===== src/logic/mem_pkg.sv =====
package mem_pkg;

	////////////////////////////////////////////////////////////
	// Word memory side of the recorder
	////////////////////////////////////////////////////////////

	// Full memory address as seen on the port
	localparam int ADDR_BITS = 26;
	typedef logic [ADDR_BITS-1:0] addr_t;

	// One audio sample per memory word
	typedef logic [15:0] sample_t;

	// Volume level and its limits
	typedef logic [3:0] volume_t;
	localparam volume_t VOLUME_MIN = 4'd1;
	localparam volume_t VOLUME_MAX = 4'd15;

	// Request bundle toward the memory
	typedef struct packed {
		addr_t address;
		sample_t wdata;
		logic write_enable;
		logic read_request;
		logic read_ack;
	} mem_req_t;

	// Sequencer flags for host readback
	typedef struct packed {
		logic message_exists;
		logic delete_finish;
		logic busy;
	} seq_status_t;

	// Sequencer FSM
	typedef enum logic [2:0] {
		IDLE,
		WRITE_WORD,
		ADVANCE_WRITE,
		READ_REQ,
		READ_WAIT,
		ADVANCE_READ
	} seq_state_e;

endpackage


===== src/logic/host_pkg.sv =====
package host_pkg;

	////////////////////////////////////////////////////////////
	// Host side of the recorder
	////////////////////////////////////////////////////////////

	// One byte on the processor bus, data or port number
	typedef logic [7:0] host_byte_t;

	// Writable ports
	localparam host_byte_t PORT_VOLUME = 8'h04;
	localparam host_byte_t PORT_RECORD = 8'h05;
	// Mode on write, message exists on read
	localparam host_byte_t PORT_STATE = 8'h0B;
	localparam host_byte_t PORT_SLOT = 8'h0C;

	// Read-only ports
	localparam host_byte_t PORT_SELECT = 8'h08;
	localparam host_byte_t PORT_BACK = 8'h09;
	localparam host_byte_t PORT_PAUSE = 8'h0A;
	localparam host_byte_t PORT_DELETE_DONE = 8'h0F;
	localparam host_byte_t PORT_VOLUME_LEVEL = 8'h10;

	// Message slots in memory
	localparam int NUM_SLOTS = 5;
	typedef logic [2:0] slot_t;

	// Menu mode, coded as the host writes it
	typedef enum logic [2:0] {
		MODE_MAIN = 3'd0,
		MODE_PLAY = 3'd1,
		MODE_RECORD = 3'd2,
		MODE_DELONE = 3'd3,
		MODE_DELALL = 3'd4,
		MODE_VOL = 3'd5
	} mode_e;

	// Decoded command, 11 bits
	// start, abort and volume steps are single-cycle pulses
	typedef struct packed {
		mode_e mode;
		slot_t slot;
		logic start;
		logic abort;
		logic recording;
		logic vol_up;
		logic vol_down;
	} command_t;

endpackage

===== src/logic/recorder_top.sv =====
module recorder_top #(
	parameter int unsigned SLOT_WORDS = 16,
	parameter int unsigned ADDR_W = 26,
	parameter int unsigned VOLUME_RESET = 1
) (
	input logic clk1,
	input logic pb_reset,
	// Processor bus
	input host_pkg::host_byte_t pb_port_id,
	input host_pkg::host_byte_t pb_out_port,
	input logic pb_write_strobe,
	output host_pkg::host_byte_t pb_in_port,
	// Front panel and audio
	input logic [2:0] buttons,
	input mem_pkg::sample_t audio_in,
	output mem_pkg::sample_t audio_out,
	output logic playback,
	output mem_pkg::volume_t volume_level,
	// Word memory port
	output mem_pkg::addr_t ram_address,
	output mem_pkg::sample_t ram_wdata,
	output logic ram_write_enable,
	output logic ram_read_request,
	output logic ram_read_ack,
	input mem_pkg::sample_t ram_rdata,
	input logic ram_data_present
);

	host_pkg::command_t command;
	mem_pkg::mem_req_t mem_req;
	mem_pkg::seq_status_t status;
	mem_pkg::volume_t volume;

	// Host writes to commands
	command_decoder decoder (
		.clk1(clk1),
		.pb_reset(pb_reset),
		.pb_port_id(pb_port_id),
		.pb_out_port(pb_out_port),
		.pb_write_strobe(pb_write_strobe),
		.busy(status.busy),
		.command(command)
	);

	// Play, record and delete passes
	memory_sequencer #(
		.SLOT_WORDS(SLOT_WORDS),
		.ADDR_W(ADDR_W)
	) sequencer (
		.clk1(clk1),
		.pb_reset(pb_reset),
		.command(command),
		.audio_in(audio_in),
		.ram_rdata(ram_rdata),
		.ram_data_present(ram_data_present),
		.mem_req(mem_req),
		.audio_out(audio_out),
		.playback(playback),
		.status(status)
	);

	// Volume level beside the sequencer
	volume_stepper #(
		.VOLUME_RESET(VOLUME_RESET)
	) stepper (
		.clk1(clk1),
		.pb_reset(pb_reset),
		.vol_up(command.vol_up),
		.vol_down(command.vol_down),
		.level(volume)
	);

	// Host reads
	readback_mux readback (
		.clk1(clk1),
		.pb_reset(pb_reset),
		.pb_port_id(pb_port_id),
		.buttons(buttons),
		.status(status),
		.volume(volume),
		.pb_in_port(pb_in_port)
	);

	// Memory request fields to pins
	assign ram_address = mem_req.address;
	assign ram_wdata = mem_req.wdata;
	assign ram_write_enable = mem_req.write_enable;
	assign ram_read_request = mem_req.read_request;
	assign ram_read_ack = mem_req.read_ack;
	assign volume_level = volume;

endmodule


===== src/logic/readback_mux.sv =====
module readback_mux (
	input logic clk1,
	input logic pb_reset,
	input host_pkg::host_byte_t pb_port_id,
	// select, back, pause_play from high to low
	input logic [2:0] buttons,
	input mem_pkg::seq_status_t status,
	input mem_pkg::volume_t volume,
	output host_pkg::host_byte_t pb_in_port
);

	// State port byte
	// bit 0 message exists, bit 1 pass running
	host_pkg::host_byte_t state_byte;

	assign state_byte = {6'b0, status.busy, status.message_exists};

	// One cycle read latency, unknown ports read zero
	always_ff @(posedge clk1 or posedge pb_reset) begin
		if (pb_reset) begin
			pb_in_port <= '0;
		end else begin
			case (pb_port_id)
				host_pkg::PORT_SELECT: pb_in_port <= host_pkg::host_byte_t'(buttons[2]);
				host_pkg::PORT_BACK: pb_in_port <= host_pkg::host_byte_t'(buttons[1]);
				host_pkg::PORT_PAUSE: pb_in_port <= host_pkg::host_byte_t'(buttons[0]);
				host_pkg::PORT_STATE: pb_in_port <= state_byte;
				host_pkg::PORT_DELETE_DONE: begin
					pb_in_port <= host_pkg::host_byte_t'(status.delete_finish);
				end
				host_pkg::PORT_VOLUME_LEVEL: pb_in_port <= host_pkg::host_byte_t'(volume);
				default: pb_in_port <= '0;
			endcase
		end
	end

endmodule


===== src/logic/volume_stepper.sv =====
module volume_stepper #(
	parameter int unsigned VOLUME_RESET = 1
) (
	input logic clk1,
	input logic pb_reset,
	input logic vol_up,
	input logic vol_down,
	output mem_pkg::volume_t level
);

	// Limits reached, step ignored
	logic at_max;
	logic at_min;

	assign at_max = (level >= mem_pkg::VOLUME_MAX);
	assign at_min = (level <= mem_pkg::VOLUME_MIN);

	// Saturating counter, one step per pulse
	always_ff @(posedge clk1 or posedge pb_reset) begin
		if (pb_reset) begin
			level <= mem_pkg::volume_t'(VOLUME_RESET);
		end else if (vol_up && !at_max) begin
			level <= level + 1'b1;
		end else if (vol_down && !at_min) begin
			level <= level - 1'b1;
		end
	end

endmodule


===== src/logic/memory_sequencer.sv =====
module memory_sequencer #(
	parameter int unsigned SLOT_WORDS = 16,
	parameter int unsigned ADDR_W = 26
) (
	input logic clk1,
	input logic pb_reset,
	input host_pkg::command_t command,
	input mem_pkg::sample_t audio_in,
	input mem_pkg::sample_t ram_rdata,
	input logic ram_data_present,
	output mem_pkg::mem_req_t mem_req,
	output mem_pkg::sample_t audio_out,
	output logic playback,
	output mem_pkg::seq_status_t status
);

	// Slot geometry
	localparam logic [ADDR_W-1:0] SLOT_SPAN = ADDR_W'(SLOT_WORDS);
	localparam logic [ADDR_W-1:0] ALL_LAST = ADDR_W'(host_pkg::NUM_SLOTS * SLOT_WORDS - 1);

	mem_pkg::seq_state_e state;

	// Pass address and its upper bound
	logic [ADDR_W-1:0] addr;
	logic [ADDR_W-1:0] last_addr;
	logic [ADDR_W-1:0] slot_base;

	// Kind of write pass
	logic rec_pass;
	logic del_pass;
	logic all_pass;

	// Pass end conditions
	logic at_last;
	logic rec_stopped;

	// Host flags
	logic message_exists;
	logic delete_finish;

	assign slot_base = ADDR_W'(command.slot) * SLOT_SPAN;
	assign at_last = (addr == last_addr);
	// recording dropped by the host ends a record pass early
	assign rec_stopped = rec_pass && !command.recording;

	////////////////////////////////////////////////////////////
	// Pass control
	////////////////////////////////////////////////////////////

	always_ff @(posedge clk1 or posedge pb_reset) begin
		if (pb_reset) begin
			state <= mem_pkg::IDLE;
			addr <= '0;
			last_addr <= '0;
			rec_pass <= 1'b0;
			del_pass <= 1'b0;
			all_pass <= 1'b0;
			playback <= 1'b0;
			message_exists <= 1'b0;
			delete_finish <= 1'b0;
		end else if (command.start) begin
			// New pass, bounds taken from the mode
			delete_finish <= 1'b0;
			addr <= slot_base;
			last_addr <= slot_base + SLOT_SPAN - 1'b1;
			rec_pass <= (command.mode == host_pkg::MODE_RECORD);
			del_pass <= (command.mode == host_pkg::MODE_DELONE) ||
				(command.mode == host_pkg::MODE_DELALL);
			all_pass <= (command.mode == host_pkg::MODE_DELALL);
			playback <= (command.mode == host_pkg::MODE_PLAY);
			case (command.mode)
				host_pkg::MODE_PLAY: state <= mem_pkg::READ_REQ;
				host_pkg::MODE_RECORD: state <= mem_pkg::WRITE_WORD;
				host_pkg::MODE_DELONE: state <= mem_pkg::WRITE_WORD;
				host_pkg::MODE_DELALL: begin
					// Whole slot area from word zero
					addr <= '0;
					last_addr <= ALL_LAST;
					state <= mem_pkg::WRITE_WORD;
				end
				default: state <= mem_pkg::IDLE;
			endcase
		end else if (command.abort) begin
			// Drop the pass, strobes go low next cycle
			state <= mem_pkg::IDLE;
			playback <= 1'b0;
		end else begin
			case (state)
				mem_pkg::WRITE_WORD: begin
					// Write strobe is up this cycle
					if (rec_pass) begin
						message_exists <= 1'b1;
					end
					state <= mem_pkg::ADVANCE_WRITE;
				end
				mem_pkg::ADVANCE_WRITE: begin
					if (at_last || rec_stopped) begin
						state <= mem_pkg::IDLE;
						delete_finish <= del_pass;
						// Nothing left after a full wipe
						if (all_pass) begin
							message_exists <= 1'b0;
						end
					end else begin
						addr <= addr + 1'b1;
						state <= mem_pkg::WRITE_WORD;
					end
				end
				mem_pkg::READ_REQ: begin
					state <= mem_pkg::READ_WAIT;
				end
				mem_pkg::READ_WAIT: begin
					// Stall until the memory has the word
					if (ram_data_present) begin
						state <= mem_pkg::ADVANCE_READ;
					end
				end
				mem_pkg::ADVANCE_READ: begin
					if (at_last) begin
						state <= mem_pkg::IDLE;
						playback <= 1'b0;
					end else begin
						addr <= addr + 1'b1;
						state <= mem_pkg::READ_REQ;
					end
				end
				default: state <= mem_pkg::IDLE;
			endcase
		end
	end

	// Sample out, held between reads
	always_ff @(posedge clk1) begin
		if ((state == mem_pkg::READ_WAIT) && ram_data_present) begin
			audio_out <= ram_rdata;
		end
	end

	////////////////////////////////////////////////////////////
	// Memory strobes, decoded from state
	////////////////////////////////////////////////////////////

	always_comb begin
		mem_req.address = mem_pkg::addr_t'(addr);
		// Record stores the live sample, delete stores zero
		mem_req.wdata = rec_pass ? audio_in : '0;
		mem_req.write_enable = (state == mem_pkg::WRITE_WORD);
		mem_req.read_request = (state == mem_pkg::READ_REQ);
		// Ack follows the data present cycle
		mem_req.read_ack = (state == mem_pkg::ADVANCE_READ);
	end

	assign status.message_exists = message_exists;
	assign status.delete_finish = delete_finish;
	assign status.busy = (state != mem_pkg::IDLE);

endmodule


===== src/logic/command_decoder.sv =====
module command_decoder (
	input logic clk1,
	input logic pb_reset,
	input host_pkg::host_byte_t pb_port_id,
	input host_pkg::host_byte_t pb_out_port,
	input logic pb_write_strobe,
	input logic busy,
	output host_pkg::command_t command
);

	// Port write qualifiers
	logic wr_state;
	logic wr_slot;
	logic wr_record;
	logic wr_volume;

	// Value checks on the written byte
	logic mode_legal;
	logic slot_legal;
	logic rec_slot_sel;
	logic rec_go;

	assign wr_state = pb_write_strobe && (pb_port_id == host_pkg::PORT_STATE);
	assign wr_slot = pb_write_strobe && (pb_port_id == host_pkg::PORT_SLOT);
	assign wr_record = pb_write_strobe && (pb_port_id == host_pkg::PORT_RECORD);
	assign wr_volume = pb_write_strobe && (pb_port_id == host_pkg::PORT_VOLUME);

	// Modes 0 to 5 only
	assign mode_legal = pb_out_port <= host_pkg::host_byte_t'(host_pkg::MODE_VOL);
	// Slots 0 to 4
	assign slot_legal = pb_out_port < host_pkg::host_byte_t'(host_pkg::NUM_SLOTS);
	// Record port, 2 to 6 picks a slot and 1 starts recording
	assign rec_slot_sel = (pb_out_port >= 8'd2) && (pb_out_port <= 8'd6);
	assign rec_go = (pb_out_port == 8'd1);

	////////////////////////////////////////////////////////////
	// Command register
	////////////////////////////////////////////////////////////

	always_ff @(posedge clk1 or posedge pb_reset) begin
		if (pb_reset) begin
			// Mode MAIN encodes as zero
			command <= '0;
		end else begin
			// Pulses last one cycle
			command.start <= 1'b0;
			command.abort <= 1'b0;
			command.vol_up <= 1'b0;
			command.vol_down <= 1'b0;

			// New menu mode
			if (wr_state && mode_legal) begin
				command.mode <= host_pkg::mode_e'(pb_out_port[2:0]);
				// Stop whatever pass is running
				command.abort <= busy;
				// Delete all needs no slot, so it starts here
				command.start <= (pb_out_port[2:0] == host_pkg::MODE_DELALL);
				command.recording <= 1'b0;
			end

			// Slot pick, starts a pass in play and delete-one
			if (wr_slot && slot_legal) begin
				command.slot <= host_pkg::slot_t'(pb_out_port);
				command.start <= (command.mode == host_pkg::MODE_PLAY) ||
					(command.mode == host_pkg::MODE_DELONE);
			end

			// Record control
			if (wr_record && (command.mode == host_pkg::MODE_RECORD)) begin
				if (rec_slot_sel) begin
					command.slot <= host_pkg::slot_t'(pb_out_port - 8'd2);
					command.recording <= 1'b0;
				end else if (rec_go) begin
					command.recording <= 1'b1;
					command.start <= 1'b1;
				end
			end

			// Volume steps
			if (wr_volume && (command.mode == host_pkg::MODE_VOL)) begin
				command.vol_up <= (pb_out_port == 8'd1);
				command.vol_down <= (pb_out_port == 8'd2);
			end
		end
	end

endmodule


===== config.mk =====
export PLATFORM = sky130hd
export DESIGN_NAME = recorder_top
export DESIGN_NICKNAME = d
export VERILOG_FILES = /design/src/logic/mem_pkg.sv /design/src/logic/host_pkg.sv /design/src/logic/recorder_top.sv /design/src/logic/readback_mux.sv /design/src/logic/volume_stepper.sv /design/src/logic/memory_sequencer.sv /design/src/logic/command_decoder.sv
export SDC_FILE = /design/constraint.sdc
export NUM_CORES = 1
export LEC_CHECK = 0
export BUFFER_PORTS_ARGS = -buffer_cell sky130_fd_sc_hd__buf_2
export CORE_MARGIN = 1
export CORE_UTILIZATION = 56
export CTS_CLUSTER_SIZE = 40
export DETAILED_ROUTE_END_ITERATION = 10
export PLACE_DENSITY = 0.86
export SLEW_MARGIN = 30
export SYNTH_ARGS = -nofsm -noshare
export SYNTH_HDL_FRONTEND = slang
export SYNTH_SLANG_ARGS = --single-unit
export TNS_END_PERCENT = 30

===== constraint.sdc =====
create_clock -name clk1 -period 3.4 [get_ports clk1]
set_clock_uncertainty 0.1 [all_clocks]
set_input_delay 0.17 -clock clk1 [delete_from_list [all_inputs] [get_ports clk1]]
set_output_delay 0.17 -clock clk1 [all_outputs]
set_load 0.05 [all_outputs]

Word-level counts from Yosys, hierarchy flattened --
Index checks and enable logic that the tools add are counted.
Operators by class: multiplexer cells 40, reductions and logical operators 32, magnitude comparators 6, add/sub/neg operators 6, equality and inequality tests 30, bitwise gates (word level) 2
Operators with widths (count):
- $mux W26 | 5
- $pmux W26 S2 | 1
- $eq A8 B4 Y1 const B | 6
- $add A26 B1 Y26 const B | 1
- $eq A26 B26 Y1 | 1
- $sub A26 B1 Y26 const B | 1
- $pmux W4 S6 | 1
- $mux W1 | 17
- $eq A8 B3 Y1 const B | 2
- $le A8 B3 Y1 const B | 2
- $mux W16 | 1
- $mux W4 | 4
- $eq A3 B3 Y1 const B | 5
- $mux W3 | 5
- $pmux W3 S5 | 1
- $logic_and A1 B1 Y1 | 13
- $eq A3 B2 Y1 const B | 4
- $reduce_bool A3 Y1 | 4
- $add A7 B5 Y8 const B | 1
- $eq A8 B1 Y1 const B | 1
- $eq A8 B2 Y1 const B | 1
- $eq A8 B5 Y1 const B | 1
- $ge A8 B2 Y1 const B | 1
- $lt A8 B3 Y1 const B | 1
- other kinds (22) | 36
Storage, ports and cells: word-level logic and storage cells 135, flip-flop bits (word level) 96, output and inout port bits 74, input bits 55

Depth between registers and ports, before layout --
Gate-level depths: netlist of the first run.
word-level depth 8, depth in mapped cells 8, depth with buffers taken out 8

Hierarchy --
A second synthesis of the first run with hierarchy kept.
Second synthesis, totals: cells, all modules 410, area, all modules 4097.7 um2
Modules (own cells, without submodules):
- memory_sequencer | cells an instance 289, area each 2851.5 um2, times used 1
- command_decoder | cells an instance 65, area each 685.7 um2, times used 1
- volume_stepper | cells an instance 32, area each 285.3 um2, times used 1
- readback_mux | cells an instance 24, area each 275.3 um2, times used 1

Worst setup path before layout of the first run --
Ideal clock, no wire load.
path type reg2reg, start reg sequencer.addr[5], end reg sequencer.addr[21], path slack 876 ps, buffers on the path 1, stages on the path, launching flop included 8, library setup time 125 ps, arrival time 2299 ps, path through dfrtp_1 -> buf_2 -> and4_1 -> nand3_1 -> nor2_1 -> nand4_2 -> nor4b_1 -> mux2_2
Between the ends: cells in the longest elaborated chain, start to end 5, elaborated cells between the ends (all ways) 11
RTL lines:
- from (decl) | RTL line memory_sequencer.sv:24 | logic [ADDR_W-1:0] addr;
- from (signal assigned) | RTL line memory_sequencer.sv:64 | addr <= slot_base;
- from (signal assigned) | RTL line memory_sequencer.sv:105 | addr <= addr + 1'b1;
- from (signal assigned) | RTL line memory_sequencer.sv:123 | addr <= addr + 1'b1;
- $add A26 B1 Y26 | RTL line memory_sequencer.sv:105, memory_sequencer.sv:123
- $mux W26 (on tied branches) | RTL line memory_sequencer.sv:119, memory_sequencer.sv:97
- $pmux W26 S2 | RTL line memory_sequencer.sv:88 | case (state)
- $mux W26 | RTL line memory_sequencer.sv:83 | end else if (command.abort) begin
- $mux W26 | RTL line memory_sequencer.sv:61 | end else if (command.start) begin
Several ways; a longest one is shown, not always the timed one. The select of a mux whose other input is x is not followed. A chain may end at the register's enable or synchronous reset.

Worst setup path after layout of the first run --
start reg sequencer.addr[11], end reg sequencer.state[0]
Between the ends: cells in the longest elaborated chain, start to end 6, elaborated cells between the ends (all ways) 7
RTL lines:
- $eq A26 B26 Y1 (*) | RTL line memory_sequencer.sv:42 | assign at_last = (addr == last_addr);
- $logic_or A1 B1 Y1 | RTL line memory_sequencer.sv:97 | if (at_last || rec_stopped) begin
- $mux W1 | RTL line memory_sequencer.sv:97
- $pmux W3 S5 (*) | RTL line memory_sequencer.sv:88
- $mux W3 (*) | RTL line memory_sequencer.sv:83
- $mux W3 (*) | RTL line memory_sequencer.sv:61
- to (signal assigned) | RTL line memory_sequencer.sv:81 | default: state <= mem_pkg::IDLE;
- to (signal assigned) | RTL line memory_sequencer.sv:85 | state <= mem_pkg::IDLE;
- to (signal assigned) | RTL line memory_sequencer.sv:98 | state <= mem_pkg::IDLE;
- to (decl) | RTL line memory_sequencer.sv:21 | mem_pkg::seq_state_e state;
Every way passes the cells marked *; elsewhere a longest branch is shown, timed or not.

==> metrics.md, run 1 <==
| Metric | Value |
|---|---|
| Crit path required time | `3.54 ns` |
| Die ar. | `7730 um2` |
| Synth-to-Final Area Change | `24.6%` |
| Slowest CP cell | `sky130_fd_sc_hd__nor2_2` |
| GP Congestion | `0.900` |
| Most instantiated library cell after synthesis | `sky130_fd_sc_hd__dfrtp_1` |
| Setup repair after global routing missed its margin | `false` |
| Number of buffers added on ports | `124` |
| H-tree level count | `3` |
| Skew-Pair Late Insertion Delay | `0.36 ns` |
| Relative slew slack | `0.436` |
| Area post-placement | `4800 um2` |
| Crit-path leading delay family | `simple AND/OR/NAND/NOR gates` |
| Finished Core Util | `0.742` |
| Synth Register Bits | `78` |
| CP max FO | `19` |
| Pin slew with the least headroom to its limit | `0.845 ns` |
| Number of different library cells in the post-synthesis netlist | `62` |
| Uppermost layer routed | `met4` |
| Met3 wire length | `716 um` |
| Critical-path cell list | `or4_1, mux2i_1, nand4_2, nor2_2, o21ai_0, a32o_1` |
| Core Region | `6940 um2` |
| Proportion of register bits with asynchronous set or reset after synthesis | `0.795` |
| Design area | `5150 um2` |
| Avg Synthesized Cell Area | `9.93 um2` |
| CTS tree | `yes` |
| GRT Util Overall | `0.295` |
| Critical path class | `register to register` |
| Via count of the first global-routing pass | `3663` |
| Top_reg_cell synth | `sky130_fd_sc_hd__dfrtp_1` |
| Antenna diode count | `0` |
| Post-route clock period utilization | `0.797` |
| Num CTS Buffers | `9` |
| Number of buffers on the longest clock path | `2` |
| Netlist Area Pre-Place | `4130 um2` |
| Number of DRC violations after detailed-routing iteration 0 | `277` |
| Met1 Routed Length | `4.22 mm` |
| Total via count after detailed routing | `3902` |
| Height of the die | `87.9 um` |
| CTS sink cnt | `78` |
| Number of instances in the synthesized netlist | `416` |
| Quantity of gates resized following cts | `0` |
| DRT Wirelength | `10.8 mm` |
| Detailed-placement wirelength estimate | `7.51 mm` |
| Buffers plus inverters on the worst setup path | `0` |
| Row cnt | `30` |
| Filler cells | `502` |
| Min-delay worst type | `input pin to register` |
| Maximum ir drop on the vdd rail | `0.168 mV` |
| Initial antenna violation count | `0` |
| Wire length of the first global-routing pass | `17.3 mm` |
| Endpoints failing hold | `0` |
| Final number of max-transition violations | `0` |
| Fraction of the yosys area taken by sequential cells | `0.492` |
| Remaining Overflow, GRT | `0` |
| Num ports | `129` |
| Post-route antenna net violation count | `0` |
| Wire per inst | `16.5 um` |
| Post-route DRC violation count | `0` |
| Cell types with the largest area share after synthesis | `sky130_fd_sc_hd__dfrtp_1 37%, sky130_fd_sc_hd__edfxtp_1 12%, sky130_fd_sc_hd__nor2_1 3.2%` |
| Pin count of the biggest net entering global routing | `41` |
| Maximum clock frequency | `369 MHz` |
| Outcome | `finished, final reports clean` |
| Number of warnings printed during yosys synthesis | `0` |
| Fraction of layout instances using a drive strength above 1 | `0.297` |
| Standby leakage power | `2.48 nW` |
| Count of TritonRoute iterations in the first routing pass | `6` |
| Number of max-cap violations | `0` |
| Most instantiated cells after synthesis | `61 x sky130_fd_sc_hd__dfrtp_1, 35 x sky130_fd_sc_hd__nor2_1, 32 x sky130_fd_sc_hd__nand2_1` |
| Post-route setup TNS | `0 ns` |
| CTS clock-pin slew for the worst setup and hold paths | `0.09 ns` |
| Critical Path Source Type | `register` |
| Yosys top cell area share | `0.369` |
| Number of flops mapped to enable cells by yosys | `16` |
| Clock Root Buffer | `sky130_fd_sc_hd__clkbuf_8` |
| Kind of end point of the critical path | `register` |
| Pwr Density | `325 nW/um2` |
| Cell type with the largest total area after synthesis | `sky130_fd_sc_hd__dfrtp_1` |
| Met2 routed wirelength | `5.44 mm` |
| Shortest period the worst path allows | `2.71 ns` |
| Vias per cell | `5.96` |
| Critical path's largest stage delay | `0.63 ns` |
| Endpoint arrival time on the critical path | `2.85 ns` |
| Die outline width | `87.9 um` |
| Final setup violation count | `0` |
| Starting density of the core | `0.595` |
| Total Nets Final | `616` |
## worst reg2reg max path: stages, from the launching register on
cell and delay [ns]:
sky130_fd_sc_hd__dfrtp_1 0.45, sky130_fd_sc_hd__or4_1 0.53, sky130_fd_sc_hd__mux2i_1 0.18, sky130_fd_sc_hd__nand4_2 0.20, sky130_fd_sc_hd__nor2_2 0.63, sky130_fd_sc_hd__o21ai_0 0.20
sky130_fd_sc_hd__a32o_1 0.30
## cell families after synthesis
kind of cell	count (synthesis)	synth area share
AO/OA/AOI/OAI	83	0.138
XOR/XNOR	14	0.0297
adder cells (fa/ha/maj)	7	0.0212
buffers and inverters	38	0.0424
flip-flops	78	0.492
multiplexers	12	0.0315
other	1	0.000907
AND/OR/NAND/NOR	183	0.244
## routing by layer
metal,vias to the layer above,global-route usage
li1,1796,-
met1,1874,0.362
met2,192,0.499
met3,40,0.0500
met4,0,0.156
met5,-,0
## flip-flops by register name (all words and copies together) (netlist names)
signal                    cells
readback.pb_in_port           4
sequencer.all_pass            1
sequencer.delete_finish       1
decoder.command              11
sequencer.del_pass            1
sequencer.state               3
sequencer.addr               26
sequencer.last_addr           8
sequencer.audio_out          16
stepper.level                 4
sequencer.message_exists      1
sequencer.playback            1
sequencer.rec_pass            1
## worst paths after layout
kind	cells after the start	endpoint	from	slack, ns
setup / recovery	6	sequencer.state[0]$_DFFE_PP0P_	sequencer.addr[11]$_DFFE_PP0P_	0.69
hold / removal	2	decoder.command[3]$_DFF_PP0_	pb_write_strobe	0.02
setup reg to reg	6	sequencer.state[0]$_DFFE_PP0P_	sequencer.addr[11]$_DFFE_PP0P_	0.69
hold reg to reg	2	sequencer.del_pass$_DFFE_PP0P_	sequencer.del_pass$_DFFE_PP0P_	0.37
max in group asynchronous	4	sequencer.state[2]$_DFFE_PP0P_	pb_reset	1.91
min in group asynchronous	3	sequencer.last_addr[4]$_DFFE_PP0P_	pb_reset	0.43
## report_power, final
group	internal (W)	total, W	leakage [nW]	switching (W)
logic	0.0000416	0.0000908	1.38	0.0000492
registers	0.000953	0.000954	1.01	0.000000214
clock network	0.000266	0.000629	0.0868	0.000363
## area by class of cell
cell class / instances / area, um2 / share of cell area
flip-flops and latches: 78 / 2030 / 0.395
multi-input cells: 303 / 1940 / 0.377
repair buffers: 144 / 813 / 0.158
clock buffers: 9 / 124 / 0.0240
well taps: 96 / 120 / 0.0233
inverters: 18 / 67.6 / 0.0131
clock inverters: 7 / 51.3 / 0.00996
## through the flow
stage,setup WS [ns],hold WS [ns],total power (W),std cells
5_1_grt,0.524,0.0200,0.00173,655
3_3_place_gp,0.858,0.248,0.00105,622
2_1_floorplan,0.876,0.169,0.00101,419
3_5_place_dp,0.767,0.249,0.00105,622
6_report,0.691,0.0213,0.00167,655
4_1_cts,0.745,0.0129,0.00167,655
## what timing repair did
action	CTS	global route
endpoints found under the hold margin	54	0
hold buffers	17	0
setup buffers	0	0
## cells in the final DEF (no fill, tap or decap), types with 9 or more instances in the layout
cell type                       instances
sky130_fd_sc_hd__buf_2                124
sky130_fd_sc_hd__dfrtp_1               61
sky130_fd_sc_hd__nor2_1                35
sky130_fd_sc_hd__nand2_1               32
sky130_fd_sc_hd__and2_1                19
sky130_fd_sc_hd__a21oi_1               17
sky130_fd_sc_hd__inv_1                 17
sky130_fd_sc_hd__dlygate4sd3_1         17
sky130_fd_sc_hd__edfxtp_1              16
sky130_fd_sc_hd__o21ai_0               15
sky130_fd_sc_hd__nand4_1               14
sky130_fd_sc_hd__nand3_1               13
sky130_fd_sc_hd__nor4_1                11
sky130_fd_sc_hd__nor3_1                10
sky130_fd_sc_hd__clkbuf_8               9
Note: power is estimated with default switching activity, not from simulation.
==> run 2, diff against run 1 <==
--- a/config.mk
+++ b/config.mk
@@ -5,12 +5,13 @@
 export SDC_FILE = /design/constraint.sdc
 export NUM_CORES = 1
 export LEC_CHECK = 0
+export ABC_AREA = 1
 export BUFFER_PORTS_ARGS = -buffer_cell sky130_fd_sc_hd__buf_2
 export CORE_MARGIN = 1
-export CORE_UTILIZATION = 56
+export CORE_UTILIZATION = 53
 export CTS_CLUSTER_SIZE = 40
 export DETAILED_ROUTE_END_ITERATION = 10
-export PLACE_DENSITY = 0.86
+export PLACE_DENSITY = 0.81
 export SLEW_MARGIN = 30
 export SYNTH_ARGS = -nofsm -noshare
 export SYNTH_HDL_FRONTEND = slang
==> constraint.sdc (replaced) <==
create_clock -name clk1 -period 2.7 [get_ports clk1]
set_clock_uncertainty 0.1 [all_clocks]
set_input_delay 0.135 -clock clk1 [delete_from_list [all_inputs] [get_ports clk1]]
set_output_delay 0.135 -clock clk1 [all_outputs]
set_load 0.05 [all_outputs]
==> run 2 against run 1 <==
Compared with the run above:
- area after synthesis grew 13%
- non-clock buffer count grew 10
- combinational power grew 56%
==> metrics.md, run 2 <==
| Metric | Value |
|---|---|
| Critical path class | `register to register` |
| Wire per inst | `14.7 um` |
| Critical path's largest stage delay | `0.51 ns` |
| Number of max-cap violations | `0` |
| Fraction of layout instances using a drive strength above 1 | `0.237` |
| Post-route antenna net violation count | `0` |
| Avg Synthesized Cell Area | `7.62 um2` |
| Total via count after detailed routing | `4698` |
| Post-route DRC violation count | `0` |
| Min-delay worst type | `input pin to register` |
| Quantity of gates resized following cts | `0` |
| Post-route clock period utilization | `0.813` |
| Final number of max-transition violations | `0` |
| Synth Register Bits | `78` |
| Flip-flop count of the largest register, all copies and words added | `26` |
| Endpoint arrival time on the critical path | `2.37 ns` |
| Wire length of the first global-routing pass | `20.5 mm` |
| Final setup violation count | `0` |
| Slowest CP cell | `sky130_fd_sc_hd__dfrtp_1` |
| Pin count of the biggest net entering global routing | `47` |
| Netlist Area Pre-Place | `4690 um2` |
| Maximum clock frequency | `456 MHz` |
| Vias per cell | `5.38` |
| CTS sink cnt | `78` |
| Remaining Overflow, GRT | `0` |
| Outcome | `finished, final reports clean` |
| Most Frequent Cell on Critical Path | `sky130_fd_sc_hd__nand2_1` |
| Number of flops mapped to enable cells by yosys | `16` |
| Synth-to-Final Area Change | `24.2%` |
| Top_reg_cell synth | `sky130_fd_sc_hd__dfrtp_1` |
| DRT Wirelength | `12.8 mm` |
| Num CTS Buffers | `9` |
| GP Congestion | `0.962` |
| Launching element of the worst setup path | `sequencer.addr[4]$_DFFE_PP0P_` |
| Cell types with the largest area share after synthesis | `sky130_fd_sc_hd__dfrtp_1 33%, sky130_fd_sc_hd__nand2_1 14%, sky130_fd_sc_hd__edfxtp_1 10%` |
| Pwr Density | `385 nW/um2` |
| Number of buffers added on ports | `124` |
| Most instantiated cells after synthesis | `169 x sky130_fd_sc_hd__nand2_1, 82 x sky130_fd_sc_hd__inv_1, 61 x sky130_fd_sc_hd__dfrtp_1` |
| Antenna diode count | `0` |
| Critical-path cell list | `xnor2_1, nand2_1, nor2_1, nand2_1, nor2_2, nand2_4, nand2_4, nand3_4, nand2_2, buf_12, nand2_1, o21ai_0` |
| Maximum ir drop on the vdd rail | `0.238 mV` |
| Most common library cell in the layout ignoring fill and taps | `sky130_fd_sc_hd__nand2_1` |
| Standby leakage power | `3.07 nW` |
| Starting density of the core | `0.559` |
| Count of TritonRoute iterations in the first routing pass | `5` |
| Finished Core Util | `0.694` |
| H-tree level count | `3` |
| Row cnt | `33` |
| Die outline width | `96.0 um` |
| Post-route setup TNS | `0 ns` |
| Top flop regs | `sequencer.addr: 26 flops, sequencer.audio_out: 16 flops, decoder.command: 11 flops` |
| Num ports | `129` |
| Die ar. | `9220 um2` |
| Core Region | `8380 um2` |
| Fraction of the yosys area taken by sequential cells | `0.434` |
| GRT Util Overall | `0.296` |
| Yosys top cell area share | `0.326` |
| Most instantiated library cell after synthesis | `sky130_fd_sc_hd__nand2_1` |
| Shortest period the worst path allows | `2.20 ns` |
| Clock Root Buffer | `sky130_fd_sc_hd__clkbuf_8` |
| Number of instances in the synthesized netlist | `615` |
| CTS clock-pin slew for the worst setup and hold paths | `0.10 ns` |
| Crit path required time | `2.88 ns` |
| Beginning of the worst register-to-register path | `sequencer.addr[4]$_DFFE_PP0P_` |
| Kind of end point of the critical path | `register` |
| Number of DRC violations after detailed-routing iteration 0 | `359` |
| Number of warnings printed during yosys synthesis | `0` |
| Hold path startpoint | `pb_out_port[7]` |
| Top library cells by usage in the layout, fill and taps aside | `169 x sky130_fd_sc_hd__nand2_1, 124 x sky130_fd_sc_hd__buf_2, 81 x sky130_fd_sc_hd__inv_1` |
| Total Nets Final | `826` |
| Skew-Pair Late Insertion Delay | `0.37 ns` |
| Critical Path Source Type | `register` |
| Via count of the first global-routing pass | `4467` |
| Height of the die | `96.0 um` |
| Endpoints failing hold | `0` |
| Cell type with the largest total area after synthesis | `sky130_fd_sc_hd__dfrtp_1` |
| Setup repair after global routing missed its margin | `false` |
| Number of buffers on the longest clock path | `2` |
| Largest reg by FF count | `sequencer.addr` |
| CP max FO | `46` |
| Number of different library cells in the post-synthesis netlist | `46` |
| Initial antenna violation count | `0` |
| Detailed-placement wirelength estimate | `9.43 mm` |
| CTS tree | `yes` |
| Proportion of register bits with asynchronous set or reset after synthesis | `0.795` |
## run 2: changes by cell type in the layout (fill, tap and decap cells not counted), moves of 13 or more
cell and delta:
sky130_fd_sc_hd__nand2_1 +137, sky130_fd_sc_hd__xor2_1 +13, sky130_fd_sc_hd__nor2_1 +24, sky130_fd_sc_hd__a21oi_1 -13, sky130_fd_sc_hd__inv_1 +64, sky130_fd_sc_hd__nand3_1 +29, sky130_fd_sc_hd__o21ai_0 +17, sky130_fd_sc_hd__and2_1 -19
## run 2: repair_timing
action / in CTS / in global routing
hold buffers: 23 / 0
setup buffers: 0 / 0
endpoints found under the hold margin: 41 / 0
## run 2: final cells by class
cell class | instances | area [um2]
clock buffer | 9 | 124
clock inverter | 7 | 73.8
fill | 710 | 2560
inverter | 83 | 312
multi-input combinational | 438 | 2230
sequential | 78 | 2030
tap | 105 | 131
timing repair buffer | 154 | 916
## run 2: metal layers
layer	GRT usage	up-vias	share of wire
li1	-	2270	-
met1	0.366	2173	0.41
met3	0.0592	28	0.067
met2	0.507	227	0.50
met4	0.116	0	0.024
met5	0	-	0
## run 2: cells by family (layout without fill, tap and decap cells)
| kind of cell | after synthesis | count (layout) | synth area share |
|---|---|---|---|
| compound gates | 69 | 69 | 0.0900 |
| xor+xnor | 27 | 27 | 0.0505 |
| flops | 78 | 78 | 0.434 |
| simple gates | 331 | 331 | 0.314 |
| other cells | 1 | 4 | 0.000800 |
| fa+ha+maj | 7 | 7 | 0.0187 |
| buf+inv | 102 | 253 | 0.0926 |
## run 2: stage by stage
step / worst slack (ns) / hold WS [ns] / total power, W / instances / cell area, um2
3_5_place_dp: 0.547 / 0.0493 / 0.00135 / 835 / 5390
6_report: 0.505 / 0.0279 / 0.00224 / 874 / 5820
4_1_cts: 0.515 / 0.00529 / 0.00225 / 874 / 5820
2_1_floorplan: 0.418 / 0.107 / 0.00129 / 618 / 4700
3_3_place_gp: 0.612 / 0.0487 / 0.00134 / 835 / 5390
5_1_grt: 0.337 / 0.0493 / 0.00232 / 874 / 5820
## run 2: report_power, final
part | internal [W] | switching (W)
sequential | 0.00120 | 0.00000367
clock | 0.000366 | 0.000529
combinational | 0.0000635 | 0.0000781
## run 2: final timing paths
kind / slack, ns / to / depth (start not counted)
hold reg to reg: 0.40 / sequencer.del_pass$_DFFE_PP0P_ / 2
setup reg to reg: 0.50 / sequencer.addr[12]$_DFFE_PP0P_ / 12
max in group asynchronous: 1.62 / decoder.command[7]$_DFF_PP0_ / 4
min in group asynchronous: 0.22 / sequencer.state[0]$_DFFE_PP0P_ / 3
hold / removal: 0.03 / decoder.command[0]$_DFF_PP0_ / 4
setup / recovery: 0.50 / sequencer.addr[12]$_DFFE_PP0P_ / 12
## run 2: worst max-delay path, delay by kind of cell, from the launching register on
| kind | cells | cell delay (ns) |
|---|---|---|
| flops | 1 | 0.51 |
| compound gates | 1 | 0.09 |
| xor+xnor | 1 | 0.21 |
| buf+inv | 1 | 0.23 |
| simple gates | 9 | 0.97 |
